==> config.mk <==
export PLATFORM = sky130hd
export DESIGN_NAME = cache
export DESIGN_NICKNAME = d
export VERILOG_FILES = /design/src/verilog/lc3b_cache_pkg.sv /design/src/verilog/cache_ctrl_if.sv /design/src/verilog/cache_array.sv /design/src/verilog/cache_datapath.sv /design/src/verilog/cache_control.sv /design/src/verilog/cache.sv
export SDC_FILE = /design/constraint.sdc
export NUM_CORES = 2
export LEC_CHECK = 0
export ABC_CLOCK_PERIOD_IN_PS = 7300
export BUFFER_PORTS_ARGS = -buffer_cell sky130_fd_sc_hd__buf_4
export CAP_MARGIN = 25
export CORE_ASPECT_RATIO = 1.5
export CORE_MARGIN = 10
export CORE_UTILIZATION = 30
export CTS_CLUSTER_DIAMETER = 100
export DETAILED_ROUTE_END_ITERATION = 7
export PLACE_DENSITY_LB_ADDON = 0.08
export SETUP_SLACK_MARGIN = 0.4
export SLEW_MARGIN = 10
export SYNTH_ARGS = -nofsm -noshare
export SYNTH_HDL_FRONTEND = slang
export SYNTH_SLANG_ARGS = --single-unit
==> constraint.sdc <==
create_clock -name clk -period 7.3 [get_ports clk]
set_input_delay 0.73 -clock clk [delete_from_list [all_inputs] [get_ports clk]]
set_output_delay 0.73 -clock clk [all_outputs]
set_load 0.02 [all_outputs]
==> src/verilog/lc3b_cache_pkg.sv <==
`default_nettype none

package lc3b_cache_pkg;

  // ~~~~~~~~~~~~~~~~~~~~~~~~~~~~~~~~~~~~~~~~~~~~~~~~~~~~~~~~~~
  // Cache geometry.
  // ~~~~~~~~~~~~~~~~~~~~~~~~~~~~~~~~~~~~~~~~~~~~~~~~~~~~~~~~~~
  localparam int c_tag_width    = 9;
  localparam int c_index_width  = 3;
  localparam int c_offset_width = 4;   // 16 bytes per line.
  localparam int c_num_sets     = 8;
  localparam int c_ways         = 2;

  // ~~~~~~~~~~~~~~~~~~~~~~~~~~~~~~~~~~~~~~~~~~~~~~~~~~~~~~~~~~
  // Word, line and address field types.
  // ~~~~~~~~~~~~~~~~~~~~~~~~~~~~~~~~~~~~~~~~~~~~~~~~~~~~~~~~~~
  typedef logic [15:0]  lc3b_word;
  typedef logic [1:0]   lc3b_mem_wmask;
  typedef logic [127:0] lc3b_c_line;   // Eight words.

  // Address splits into tag, index and offset from the top down.
  typedef logic [c_tag_width-1:0]    lc3b_c_tag;
  typedef logic [c_index_width-1:0]  lc3b_c_index;
  typedef logic [c_offset_width-1:0] lc3b_c_offset;

  // ~~~~~~~~~~~~~~~~~~~~~~~~~~~~~~~~~~~~~~~~~~~~~~~~~~~~~~~~~~
  // Controller states.
  // ~~~~~~~~~~~~~~~~~~~~~~~~~~~~~~~~~~~~~~~~~~~~~~~~~~~~~~~~~~
  typedef enum logic [1:0] {
    s_idle,
    s_hit,
    s_writeback,
    s_fill
  } cache_state_t;

endpackage

`default_nettype wire

==> src/verilog/cache_ctrl_if.sv <==
`timescale 1ns/1ps
`default_nettype none

interface cache_ctrl_if;

  // Controller to datapath.
  logic load_line;     // Fill victim way from memory.
  logic load_word;     // Merge processor word into hit way.
  logic touch_lru;
  logic addr_sel_wb;   // Victim tag on the memory address.

  // Datapath to controller.
  logic hit;
  logic victim_dirty;

  modport ctrl (
    output load_line, load_word, touch_lru, addr_sel_wb,
    input  hit, victim_dirty
  );

  modport dp (
    input  load_line, load_word, touch_lru, addr_sel_wb,
    output hit, victim_dirty
  );

endinterface

`default_nettype wire

==> src/verilog/cache_array.sv <==
`timescale 1ns/1ps
`default_nettype none

// One entry per set. Read is combinational, write lands at the edge.
module cache_array
  import lc3b_cache_pkg::*;
#(
  parameter int width = 1
) (
  input  logic             clk,
  input  logic             rst_n,
  input  logic             write,
  input  lc3b_c_index      index,
  input  logic [width-1:0] datain,
  output logic [width-1:0] dataout
);

  logic [width-1:0] entries [c_num_sets];

  always_ff @(posedge clk) begin
    if (!rst_n) begin
      for (int i = 0; i < c_num_sets; i++) begin
        entries[i] <= '0;   // Valid, dirty and LRU start cleared.
      end
    end else if (write) begin
      entries[index] <= datain;
    end
  end

  assign dataout = entries[index];

endmodule

`default_nettype wire

==> src/verilog/cache_datapath.sv <==
`timescale 1ns/1ps
`default_nettype none

module cache_datapath
  import lc3b_cache_pkg::*;
(
  input  logic          clk,
  input  logic          rst_n,
  input  lc3b_word      address,
  input  lc3b_word      wdata,
  input  lc3b_mem_wmask wmask,
  input  lc3b_c_line    pmem_rdata,
  cache_ctrl_if.dp      ctrl,
  output lc3b_word      rdata,
  output lc3b_word      pmem_address,
  output lc3b_c_line    pmem_wdata
);

  lc3b_c_tag    tag;
  lc3b_c_index  index;
  lc3b_c_offset offset;
  logic [2:0]   word_sel;

  lc3b_c_line        data_out [c_ways];
  lc3b_c_tag         tag_out [c_ways];
  logic [c_ways-1:0] valid_out;
  logic [c_ways-1:0] dirty_out;
  logic [c_ways-1:0] way_hit;

  logic       hit_way;
  logic       victim;
  lc3b_c_tag  victim_tag;
  lc3b_c_line hit_line;
  lc3b_c_line merged_line;
  lc3b_c_line line_in;

  assign {tag, index, offset} = address;
  assign word_sel = offset[3:1];   // Byte bit goes through wmask only.

  // ~~~~~~~~~~~~~~~~~~~~~~~~~~~~~~~~~~~~~~~~~~~~~~~~~~~~~~~~~~
  // Hit detection and read path.
  // ~~~~~~~~~~~~~~~~~~~~~~~~~~~~~~~~~~~~~~~~~~~~~~~~~~~~~~~~~~
  assign ctrl.hit = |way_hit;
  assign hit_way  = way_hit[1];
  assign hit_line = hit_way ? data_out[1] : data_out[0];
  assign rdata    = hit_line[16*word_sel +: 16];

  // Enabled bytes replace the addressed word.
  always_comb begin
    merged_line = hit_line;
    if (wmask[0]) begin
      merged_line[16*word_sel +: 8] = wdata[7:0];
    end
    if (wmask[1]) begin
      merged_line[16*word_sel + 8 +: 8] = wdata[15:8];
    end
  end

  assign line_in = ctrl.load_line ? pmem_rdata : merged_line;

  // ~~~~~~~~~~~~~~~~~~~~~~~~~~~~~~~~~~~~~~~~~~~~~~~~~~~~~~~~~~
  // Replacement and write-back.
  // ~~~~~~~~~~~~~~~~~~~~~~~~~~~~~~~~~~~~~~~~~~~~~~~~~~~~~~~~~~
  cache_array #(.width(1)) lru_array (
    .clk     (clk),
    .rst_n   (rst_n),
    .write   (ctrl.touch_lru),
    .index   (index),
    .datain  (~hit_way),   // Other way becomes LRU.
    .dataout (victim)
  );

  assign victim_tag        = tag_out[victim];
  assign ctrl.victim_dirty = valid_out[victim] & dirty_out[victim];
  assign pmem_wdata        = data_out[victim];

  assign pmem_address = ctrl.addr_sel_wb ? {victim_tag, index, {c_offset_width{1'b0}}}
                                         : {tag, index, {c_offset_width{1'b0}}};

  // ~~~~~~~~~~~~~~~~~~~~~~~~~~~~~~~~~~~~~~~~~~~~~~~~~~~~~~~~~~
  // Per-way storage.
  // ~~~~~~~~~~~~~~~~~~~~~~~~~~~~~~~~~~~~~~~~~~~~~~~~~~~~~~~~~~
  for (genvar w = 0; w < c_ways; w++) begin : g_way
    logic fill_we;
    logic data_we;

    assign fill_we    = ctrl.load_line && (victim == 1'(w));
    assign data_we    = fill_we || (ctrl.load_word && way_hit[w]);
    assign way_hit[w] = valid_out[w] && (tag_out[w] == tag);

    cache_array #(.width($bits(lc3b_c_line))) data_array (
      .clk     (clk),
      .rst_n   (rst_n),
      .write   (data_we),
      .index   (index),
      .datain  (line_in),
      .dataout (data_out[w])
    );

    cache_array #(.width(c_tag_width)) tag_array (
      .clk     (clk),
      .rst_n   (rst_n),
      .write   (fill_we),
      .index   (index),
      .datain  (tag),
      .dataout (tag_out[w])
    );

    cache_array #(.width(1)) valid_array (
      .clk     (clk),
      .rst_n   (rst_n),
      .write   (fill_we),
      .index   (index),
      .datain  (1'b1),
      .dataout (valid_out[w])
    );

    // Set by a word merge, cleared by a fill.
    cache_array #(.width(1)) dirty_array (
      .clk     (clk),
      .rst_n   (rst_n),
      .write   (data_we),
      .index   (index),
      .datain  (ctrl.load_word),
      .dataout (dirty_out[w])
    );
  end

  // A fill never duplicates a line already resident in the other way.
  a_one_way_hit: assert property (@(posedge clk) disable iff (!rst_n)
    !(way_hit[0] && way_hit[1]));

endmodule

`default_nettype wire

==> src/verilog/cache_control.sv <==
`timescale 1ns/1ps
`default_nettype none

module cache_control
  import lc3b_cache_pkg::*;
(
  input  logic       clk,
  input  logic       rst_n,
  input  logic       mem_read,
  input  logic       mem_write,
  input  logic       pmem_resp,
  cache_ctrl_if.ctrl ctrl,
  output logic       mem_resp,
  output logic       pmem_read,
  output logic       pmem_write
);

  cache_state_t state;
  cache_state_t state_next;
  logic         request;

  assign request = mem_read | mem_write;

  always_ff @(posedge clk) begin
    if (!rst_n) begin
      state <= s_idle;
    end else begin
      state <= state_next;
    end
  end

  // ~~~~~~~~~~~~~~~~~~~~~~~~~~~~~~~~~~~~~~~~~~~~~~~~~~~~~~~~~~
  // Next state and outputs.
  // ~~~~~~~~~~~~~~~~~~~~~~~~~~~~~~~~~~~~~~~~~~~~~~~~~~~~~~~~~~
  always_comb begin
    state_next       = state;
    mem_resp         = 1'b0;
    pmem_read        = 1'b0;
    pmem_write       = 1'b0;
    ctrl.load_line   = 1'b0;
    ctrl.load_word   = 1'b0;
    ctrl.touch_lru   = 1'b0;
    ctrl.addr_sel_wb = 1'b0;

    unique case (state)
      s_idle: begin
        if (request) begin
          if (ctrl.hit) begin
            state_next = s_hit;
          end else if (ctrl.victim_dirty) begin
            state_next = s_writeback;
          end else begin
            state_next = s_fill;
          end
        end
      end

      s_hit: begin
        mem_resp       = 1'b1;        // Read data valid now.
        ctrl.load_word = mem_write;
        ctrl.touch_lru = 1'b1;
        state_next     = s_idle;
      end

      s_writeback: begin
        pmem_write       = 1'b1;
        ctrl.addr_sel_wb = 1'b1;      // Victim line address.
        if (pmem_resp) begin
          state_next = s_fill;
        end
      end

      s_fill: begin
        pmem_read      = 1'b1;
        ctrl.load_line = pmem_resp;   // Line lands with the response.
        if (pmem_resp) begin
          state_next = s_hit;
        end
      end

      default: state_next = s_idle;
    endcase
  end

  a_pmem_excl: assert property (@(posedge clk) disable iff (!rst_n)
    !(pmem_read && pmem_write));

  // Response comes one cycle after a hit in idle or a completed fill.
  a_resp_after_hit: assert property (@(posedge clk) disable iff (!rst_n)
    mem_resp |-> (($past(state) == s_idle) && $past(request))
              || (($past(state) == s_fill) && $past(pmem_resp)));

endmodule

`default_nettype wire

==> src/verilog/cache.sv <==
`timescale 1ns/1ps
`default_nettype none

module cache
  import lc3b_cache_pkg::*;
(
  input  logic          clk,
  input  logic          rst_n,

  // Processor side.
  input  lc3b_word      mem_address,
  input  logic          mem_read,
  input  logic          mem_write,
  input  lc3b_word      mem_wdata,
  input  lc3b_mem_wmask mem_wmask,
  output lc3b_word      mem_rdata,
  output logic          mem_resp,

  // Physical memory side.
  output lc3b_word      pmem_address,
  output logic          pmem_read,
  output logic          pmem_write,
  output lc3b_c_line    pmem_wdata,
  input  lc3b_c_line    pmem_rdata,
  input  logic          pmem_resp
);

  cache_ctrl_if ctrl_if ();

  cache_control control_i (
    .clk        (clk),
    .rst_n      (rst_n),
    .mem_read   (mem_read),
    .mem_write  (mem_write),
    .pmem_resp  (pmem_resp),
    .ctrl       (ctrl_if.ctrl),
    .mem_resp   (mem_resp),
    .pmem_read  (pmem_read),
    .pmem_write (pmem_write)
  );

  cache_datapath datapath_i (
    .clk          (clk),
    .rst_n        (rst_n),
    .address      (mem_address),
    .wdata        (mem_wdata),
    .wmask        (mem_wmask),
    .pmem_rdata   (pmem_rdata),
    .ctrl         (ctrl_if.dp),
    .rdata        (mem_rdata),
    .pmem_address (pmem_address),
    .pmem_wdata   (pmem_wdata)
  );

endmodule

`default_nettype wire

* Word-level counts from Yosys, hierarchy flattened
Memories as Yosys holds them, arrays and structs flattened. Cells that the tools add are included.
Word-level totals: register bits after elaboration 2, bits in writable memories 2232, bits of input ports 167, output and inout bits 163, logic and storage cells 124, memories kept 9
Memory list:
- datapath_i.g_way[0].data_array.entries | words 8, bits a word 128, rd ports 1, clocked after Yosys merged registers in 0, wr ports 8, line cache_array.sv:18 | logic [width-1:0] entries [c_num_sets];
- datapath_i.g_way[1].data_array.entries | words 8, bits a word 128, rd ports 1, clocked after Yosys merged registers in 0, wr ports 8, line cache_array.sv:18
- datapath_i.g_way[0].tag_array.entries | words 8, bits a word 9, rd ports 1, clocked after Yosys merged registers in 0, wr ports 8, line cache_array.sv:18
- datapath_i.g_way[1].tag_array.entries | words 8, bits a word 9, rd ports 1, clocked after Yosys merged registers in 0, wr ports 8, line cache_array.sv:18
- datapath_i.g_way[0].dirty_array.entries | words 8, bits a word 1, rd ports 1, clocked after Yosys merged registers in 0, wr ports 8, line cache_array.sv:18
- datapath_i.g_way[0].valid_array.entries | words 8, bits a word 1, rd ports 1, clocked after Yosys merged registers in 0, wr ports 8, line cache_array.sv:18
- +3 memories
Operators by class: add/subtract/negate cells 3, order comparisons 2, equal/unequal tests 8, shift-type cells 5, mux-type cells 71, bitwise operators 5, reductions and logical operators 20
Operators with widths (count):
- $mux W128 | 9
- $bwmux W128 | 2
- $reduce_or A128 Y1 | 2
- $shift A8 B34 Y128 const A | 2
- $shiftx A8 B34 Y128 | 2
- $shiftx A128 B8 Y16 | 1
- $mux W9 | 5
- $mux W1 | 40
- $neg A32 Y34 | 1
- $neg A7 Y34 | 1
- $mux W3 | 9
- $eq A9 B9 Y1 | 2
- $reduce_or A9 Y1 | 2
- $mux W16 | 1
- $add A7 B4 Y8 const B | 1
- $mux W2 | 4
- $pmux W2 S4 | 1
- $logic_and A1 B1 Y1 | 6
- $reduce_or A1 Y1 | 5
- $eq A2 B2 Y1 const B | 2
- $ne A2 B2 Y1 const B | 2
- $reduce_and A3 Y1 | 1
- $eq A2 B1 Y1 const B | 1
- $ge A2 B2 Y1 const B | 1
- other kinds (9) | 11

* Logic depth before layout (Yosys ltp)
An unclocked memory read counts as a cell.
depth in word-level cells 10, depth in mapped cells 17, depth with buffers taken out 10

* Modules after synthesis
From an unflattened synthesis, not the netlist that was laid out.
Second synthesis, totals: cell total of the unflattened synthesis 7257, area total of the unflattened synthesis 108059.9 µm²
Modules (own cells, without submodules):
- cache_array (datapath_i.g_way[1].data_array) | times used 1, cells each 2748, area each 45409.8 µm², seq. area each 30749.5 µm²
- cache_array (datapath_i.g_way[0].data_array) | times used 1, cells each 2736, area each 45394.8 µm², seq. area each 30749.5 µm²
- cache_datapath | times used 1, cells each 1146, area each 8346.8 µm², seq. area each 0.0 µm²
- cache_array (datapath_i.g_way[0].tag_array ...) | times used 2, cells each 215, area each 3352.0 µm², seq. area each 2162.1 µm²
- cache_array (datapath_i.g_way[0].dirty_array ...) | times used 5, cells each 36, area each 412.9 µm², seq. area each 160.2 µm²
- cache_control | times used 1, cells each 17, area each 140.1 µm², seq. area each 40.0 µm²

* Least setup slack after synthesis
OpenSTA, ideal clock, no wires.
path kind in2reg, start point in mem_address[4], end point mem datapath_i.g_way[0].data_array.entries[6][0] in the netlist's numbering, enable pin, library setup time 1.108 ns, arrival time 5.392 ns, data required time 6.192 ns, slack 0.800 ns, stages 15, path buffers 7, cells stage by stage buf_2 buf_6 buf_6 buf_6 mux4_2 mux2i_1 xnor2_1 nor2_1 and4_1 a32o_2 buf_6 nand3_2 buf_2 buf_6 nand2_1
RTL lines:
- start: declaration | line cache.sv:11 | input lc3b_word mem_address,
- end: declaration | line cache_array.sv:18

* Worst setup path in the final report
start point in mem_address[4], end point out mem_rdata[14]
Between the ends: word-level cells in the longest chain between the ends 5, elaborated cells on any way between the ends 8, classes of those cells 1 x eq/ne; 1 x shift; 1 x mux; 1 x reduce/logical; 4 x memory
Ends and longest elaborated chain:
- $mem_v2 Z8 W9
- $eq A9 B9 Y1 | line cache_datapath.sv:89 | assign way_hit[w] = valid_out[w] && (tag_out[w] == tag);
- $logic_and A1 B1 Y1 | line cache_datapath.sv:89
- $mux W128 * | line cache_datapath.sv:45 | assign hit_line = hit_way ? data_out[1] : data_out[0];
- $shiftx A128 B8 Y16 * | line cache_datapath.sv:46 | assign rdata = hit_line[16*word_sel +: 16];
- end: declaration | line cache.sv:16 | output lc3b_word mem_rdata,
Mark *: on every way between the ends. The rest lies on a longest branch, timed or not.

==> metrics.md <==
| Metric | Value |
|---|---|
| Status | `finished, violations left` |
| Failing checks | `DRC` |
| Rel. slew slack | `23.5%` |
| Hold depth | `2` |
| First-pass DRT Iterations | `8` |
| Routed wire per std cell | `39.1 µm` |
| Clk root buf | `clkbuf_16` |
| Via count | `74700` |
| CORE AREA | `0.327 mm²` |
| Fin Setup TNS | `0 ns` |
| Nets | `8441` |
| Gate Count Post-Synth | `8133` |
| Initial Util | `30.2%` |
| Post-DP HPWL | `303000 µm` |
| Critical path class | `input port to primary output` |
| Area of the multi-input gates | `0.0285 mm²` |
| Filler cells | `32100` |
| Max incr delay on CP | `0.67 ns` |
| Tightest Pin Transition | `1.15 ns` |
| Clk sink count | `2234` |
| DRC | `1` |
| Worst-path clk slew | `0.06 ns` |
| Async SR Flop Fraction | `0%` |
| F_max | `152 MHz` |
| TritonCTS clock tree | `yes` |
| Die area | `0.352 mm²` |
| Die span in x | `488 µm` |
| Slew Limit Fails | `0` |
| Grt ovf | `0` |
| Post-synthesis cell type count | `79` |
| Final setup fails | `0` |
| Final Cycle Share | `90.3%` |
| YS warnings | `0` |
| Hold_sp | `pmem_resp` |
| H-Tree Depth | `4` |
| Post-CTS Hold Buffers | `0` |
| CP Cell Sequence | `buf_4, mux4_2, mux2i_1, xnor2_1, a21oi_1, nand4_1, buf_12, nor2_4, buf_4, a21oi_1, a221oi_1, a22oi_1, buf_4` |
| GRT Resource Usage Total | `27.2%` |
| Worst Path Required | `6.57 ns` |
| Synthesized flop and latch total | `2234` |
| Startpoint Class | `input port` |
| Global-route wire length before repair | `664000 µm` |
| Worst min-delay path category | `input port to flop` |
| Initial antenna violation count | `25` |
| CP max stage cell | `nor2_4` |
| Reg-to-reg startpoint | `datapath_i.g_way[1].tag_array.entries[5][1]` |
| Fin crit period | `6.59 ns` |
| CP delay by family, top | `buffers and inverters` |
| Crit path arrival time | `5.86 ns` |
| Worst vdd ir | `0.212 mV` |
| Count of standard-cell rows | `257` |
| Final hold viol count | `0` |
| Clock Tree Buf Depth | `4` |
| Layout cells sized above 1 | `14.6%` |
| Crit path buffers/inverters | `4` |
| WHS | `0.172 ns` |
| Synthesized area per cell | `12.1 µm²` |
| Post-synthesis sequential area ratio | `67.6%` |
| Post-CTS Resized | `0` |
| Power Density | `265 mW/mm²` |
| Worst reg2reg endpoint | `datapath_i.g_way[1].data_array.entries[2][51]` |
| FF-to-FF setup slack | `2.34 ns` |
| Predominant post-synthesis flop cell | `edfxtp_1` |
| Postcts setup bufs | `0` |
| Final WL | `498000 µm` |
| CP most frequent cell | `buf_4` |
| Post-synth EDFFs | `2192` |
| Gpl congestion | `0.856` |
| Worst Setup End Kind | `primary output` |
| Mapped cell area | `0.0986 mm²` |
| Initial DRC Count | `9621` |
| RSZ-0062 raised after global routing | `false` |
| Worst hold path endpoint | `control_i.state[0]` |
| Number of global-route vias before repair | `72400` |
| Routed Antenna Nets | `0` |
| Number of buffers added on ports | `324` |
| CTS Buf Count | `235` |
| Max_cap viols | `0` |
| Worst r2r path cells | `10` |
| Crit-path max FO | `41` |
| Latest clock arrival within the worst-skew pair | `0.98 ns` |
| Setup Skew | `0.121 ns` |
| Largest net degree at the start of global routing | `105` |
| Layout area overhead | `16.3%` |
| Static leakage | `39.4 nW` |
| I/O Pins | `330` |
| Vias per cell | `5.87` |
| Register area | `0.0667 mm²` |
| Die Height | `722 µm` |
cells in the mapped netlist, types with 6 or more instances:
library cell | n | area [µm²]
nor2_1 | 2322 | 8720
edfxtp_1 | 2192 | 65800
a22oi_1 | 860 | 6460
clkbuf_1 | 370 | 1390
buf_2 | 347 | 1740
a21oi_1 | 240 | 1200
nand2_1 | 220 | 826
nand4_1 | 164 | 1030
and2_1 | 153 | 957
nor3_1 | 151 | 756
nand3_1 | 97 | 485
a211oi_1 | 90 | 676
o22ai_2 | 85 | 1060
a221oi_1 | 84 | 736
a22o_1 | 72 | 631
and3_1 | 69 | 432
mux2i_1 | 64 | 641
o22ai_1 | 51 | 319
o21ai_0 | 48 | 240
dfxtp_1 | 42 | 841
buf_1 | 34 | 128
buf_4 | 32 | 240
a31oi_1 | 30 | 188
buf_6 | 29 | 327
mux4_2 | 29 | 653
and4_1 | 22 | 193
mux2_2 | 22 | 248
a21o_1 | 20 | 150
o31ai_1 | 16 | 120
o21ai_1 | 14 | 70.1
a221o_1 | 13 | 130
nor2b_1 | 10 | 62.6
a311oi_1 | 9 | 78.8
nor4_1 | 8 | 50.1
o2bb2ai_1 | 8 | 70.1
xnor2_1 | 8 | 70.1
a211o_1 | 6 | 52.6
ha_1 | 6 | 75.1
sequential cells by signal (all words and copies together) (netlist names):
name / count
control_i.state: 2
datapath_i.g_way.dirty_array.entries: 16
datapath_i.g_way.data_array.entries: 2048
datapath_i.lru_array.entries: 8
datapath_i.g_way.tag_array.entries: 144
datapath_i.g_way.valid_array.entries: 16
power breakdown:
group	internal, W	total (W)	switching, W
Sequential	0.0145	0.0146	0.000119
Clock	0.00671	0.0121	0.00538
Combinational	0.000848	0.00367	0.00282
stage by stage:
| stage | power (W) | utilization [%] | cells | cell area [µm²] | worst slack [ns] |
|---|---|---|---|---|---|
| CTS | 0.0305 | 35.0 | 12700 | 115000 | 0.874 |
| finish | 0.0304 | 35.1 | 12700 | 115000 | 0.710 |
| detailed placement | 0.0185 | 32.8 | 12300 | 107000 | 0.899 |
| global placement | 0.0185 | 32.8 | 12300 | 107000 | 0.142 |
| floorplan | 0.0165 | - | 8136 | 98600 | 0.800 |
| global route | 0.0311 | 35.0 | 12700 | 115000 | 0.641 |
cells in the final DEF (no fill, tap or decap), types with 146 or more instances in the layout:
cell | netlist | layout
nand2_1 | 220 | 195
edfxtp_1 | 2192 | 2192
buf_4 | 32 | 599
nor3_1 | 151 | 146
a22oi_1 | 860 | 860
nand4_1 | 164 | 164
nor2_1 | 2322 | 2316
a21oi_1 | 240 | 240
clkbuf_16 | 0 | 238
and2_1 | 153 | 151
cells by family (layout without fill, tap and decap cells):
logic type | count (synthesis) | in the layout | share of synthesized area (%)
adder cells (fa/ha/maj) | 6 | 6 | 0.0761
other | 1 | 20 | 0.00380
flip-flops | 2234 | 2234 | 67.6
XOR/XNOR | 13 | 13 | 0.115
buffers and inverters | 827 | 1136 | 3.94
AO/OA/AOI/OAI | 1688 | 1688 | 12.7
AND/OR/NAND/NOR | 3248 | 3248 | 14.0
multiplexers | 116 | 116 | 1.57
final cells by class:
cell class / count / area share (%)
Antenna cell: 16 / 0.0349
Clock buffer: 283 / 5.36
Clock inverter: 131 / 1.05
Inverter: 10 / 0.0327
Multi-Input combinational cell: 5075 / 24.8
Sequential cell: 2234 / 58.2
Tap cell: 4273 / 4.66
Timing Repair Buffer: 712 / 5.87
worst max-delay path by stage:
stage / slack (ns) / depth (start not counted) / end / from
floorplan: 0.80 / 15 / datapath_i.g_way[0].data_array.entries[6][0] / mem_address[4]
global placement: 0.14 / 14 / mem_rdata[4] / mem_address[6]
finish: 0.71 / 13 / mem_rdata[14] / mem_address[4]
detailed placement: 0.90 / 13 / mem_rdata[14] / mem_address[4]
CTS: 0.87 / 13 / mem_rdata[14] / mem_address[4]
global route: 0.64 / 13 / mem_rdata[14] / mem_address[4]
per-layer routing:
metal / GRT usage (%) / share of wire [%] / vias to the layer above
li1: - / - / 30500
met1: 35.0 / 40 / 39500
met2: 44.6 / 47 / 3887
met3: 5.54 / 8.2 / 801
met4: 10.8 / 4.6 / 6
met5: 0 / 0.0082 / -
No activity file was read; power rests on OpenSTA's default activity.
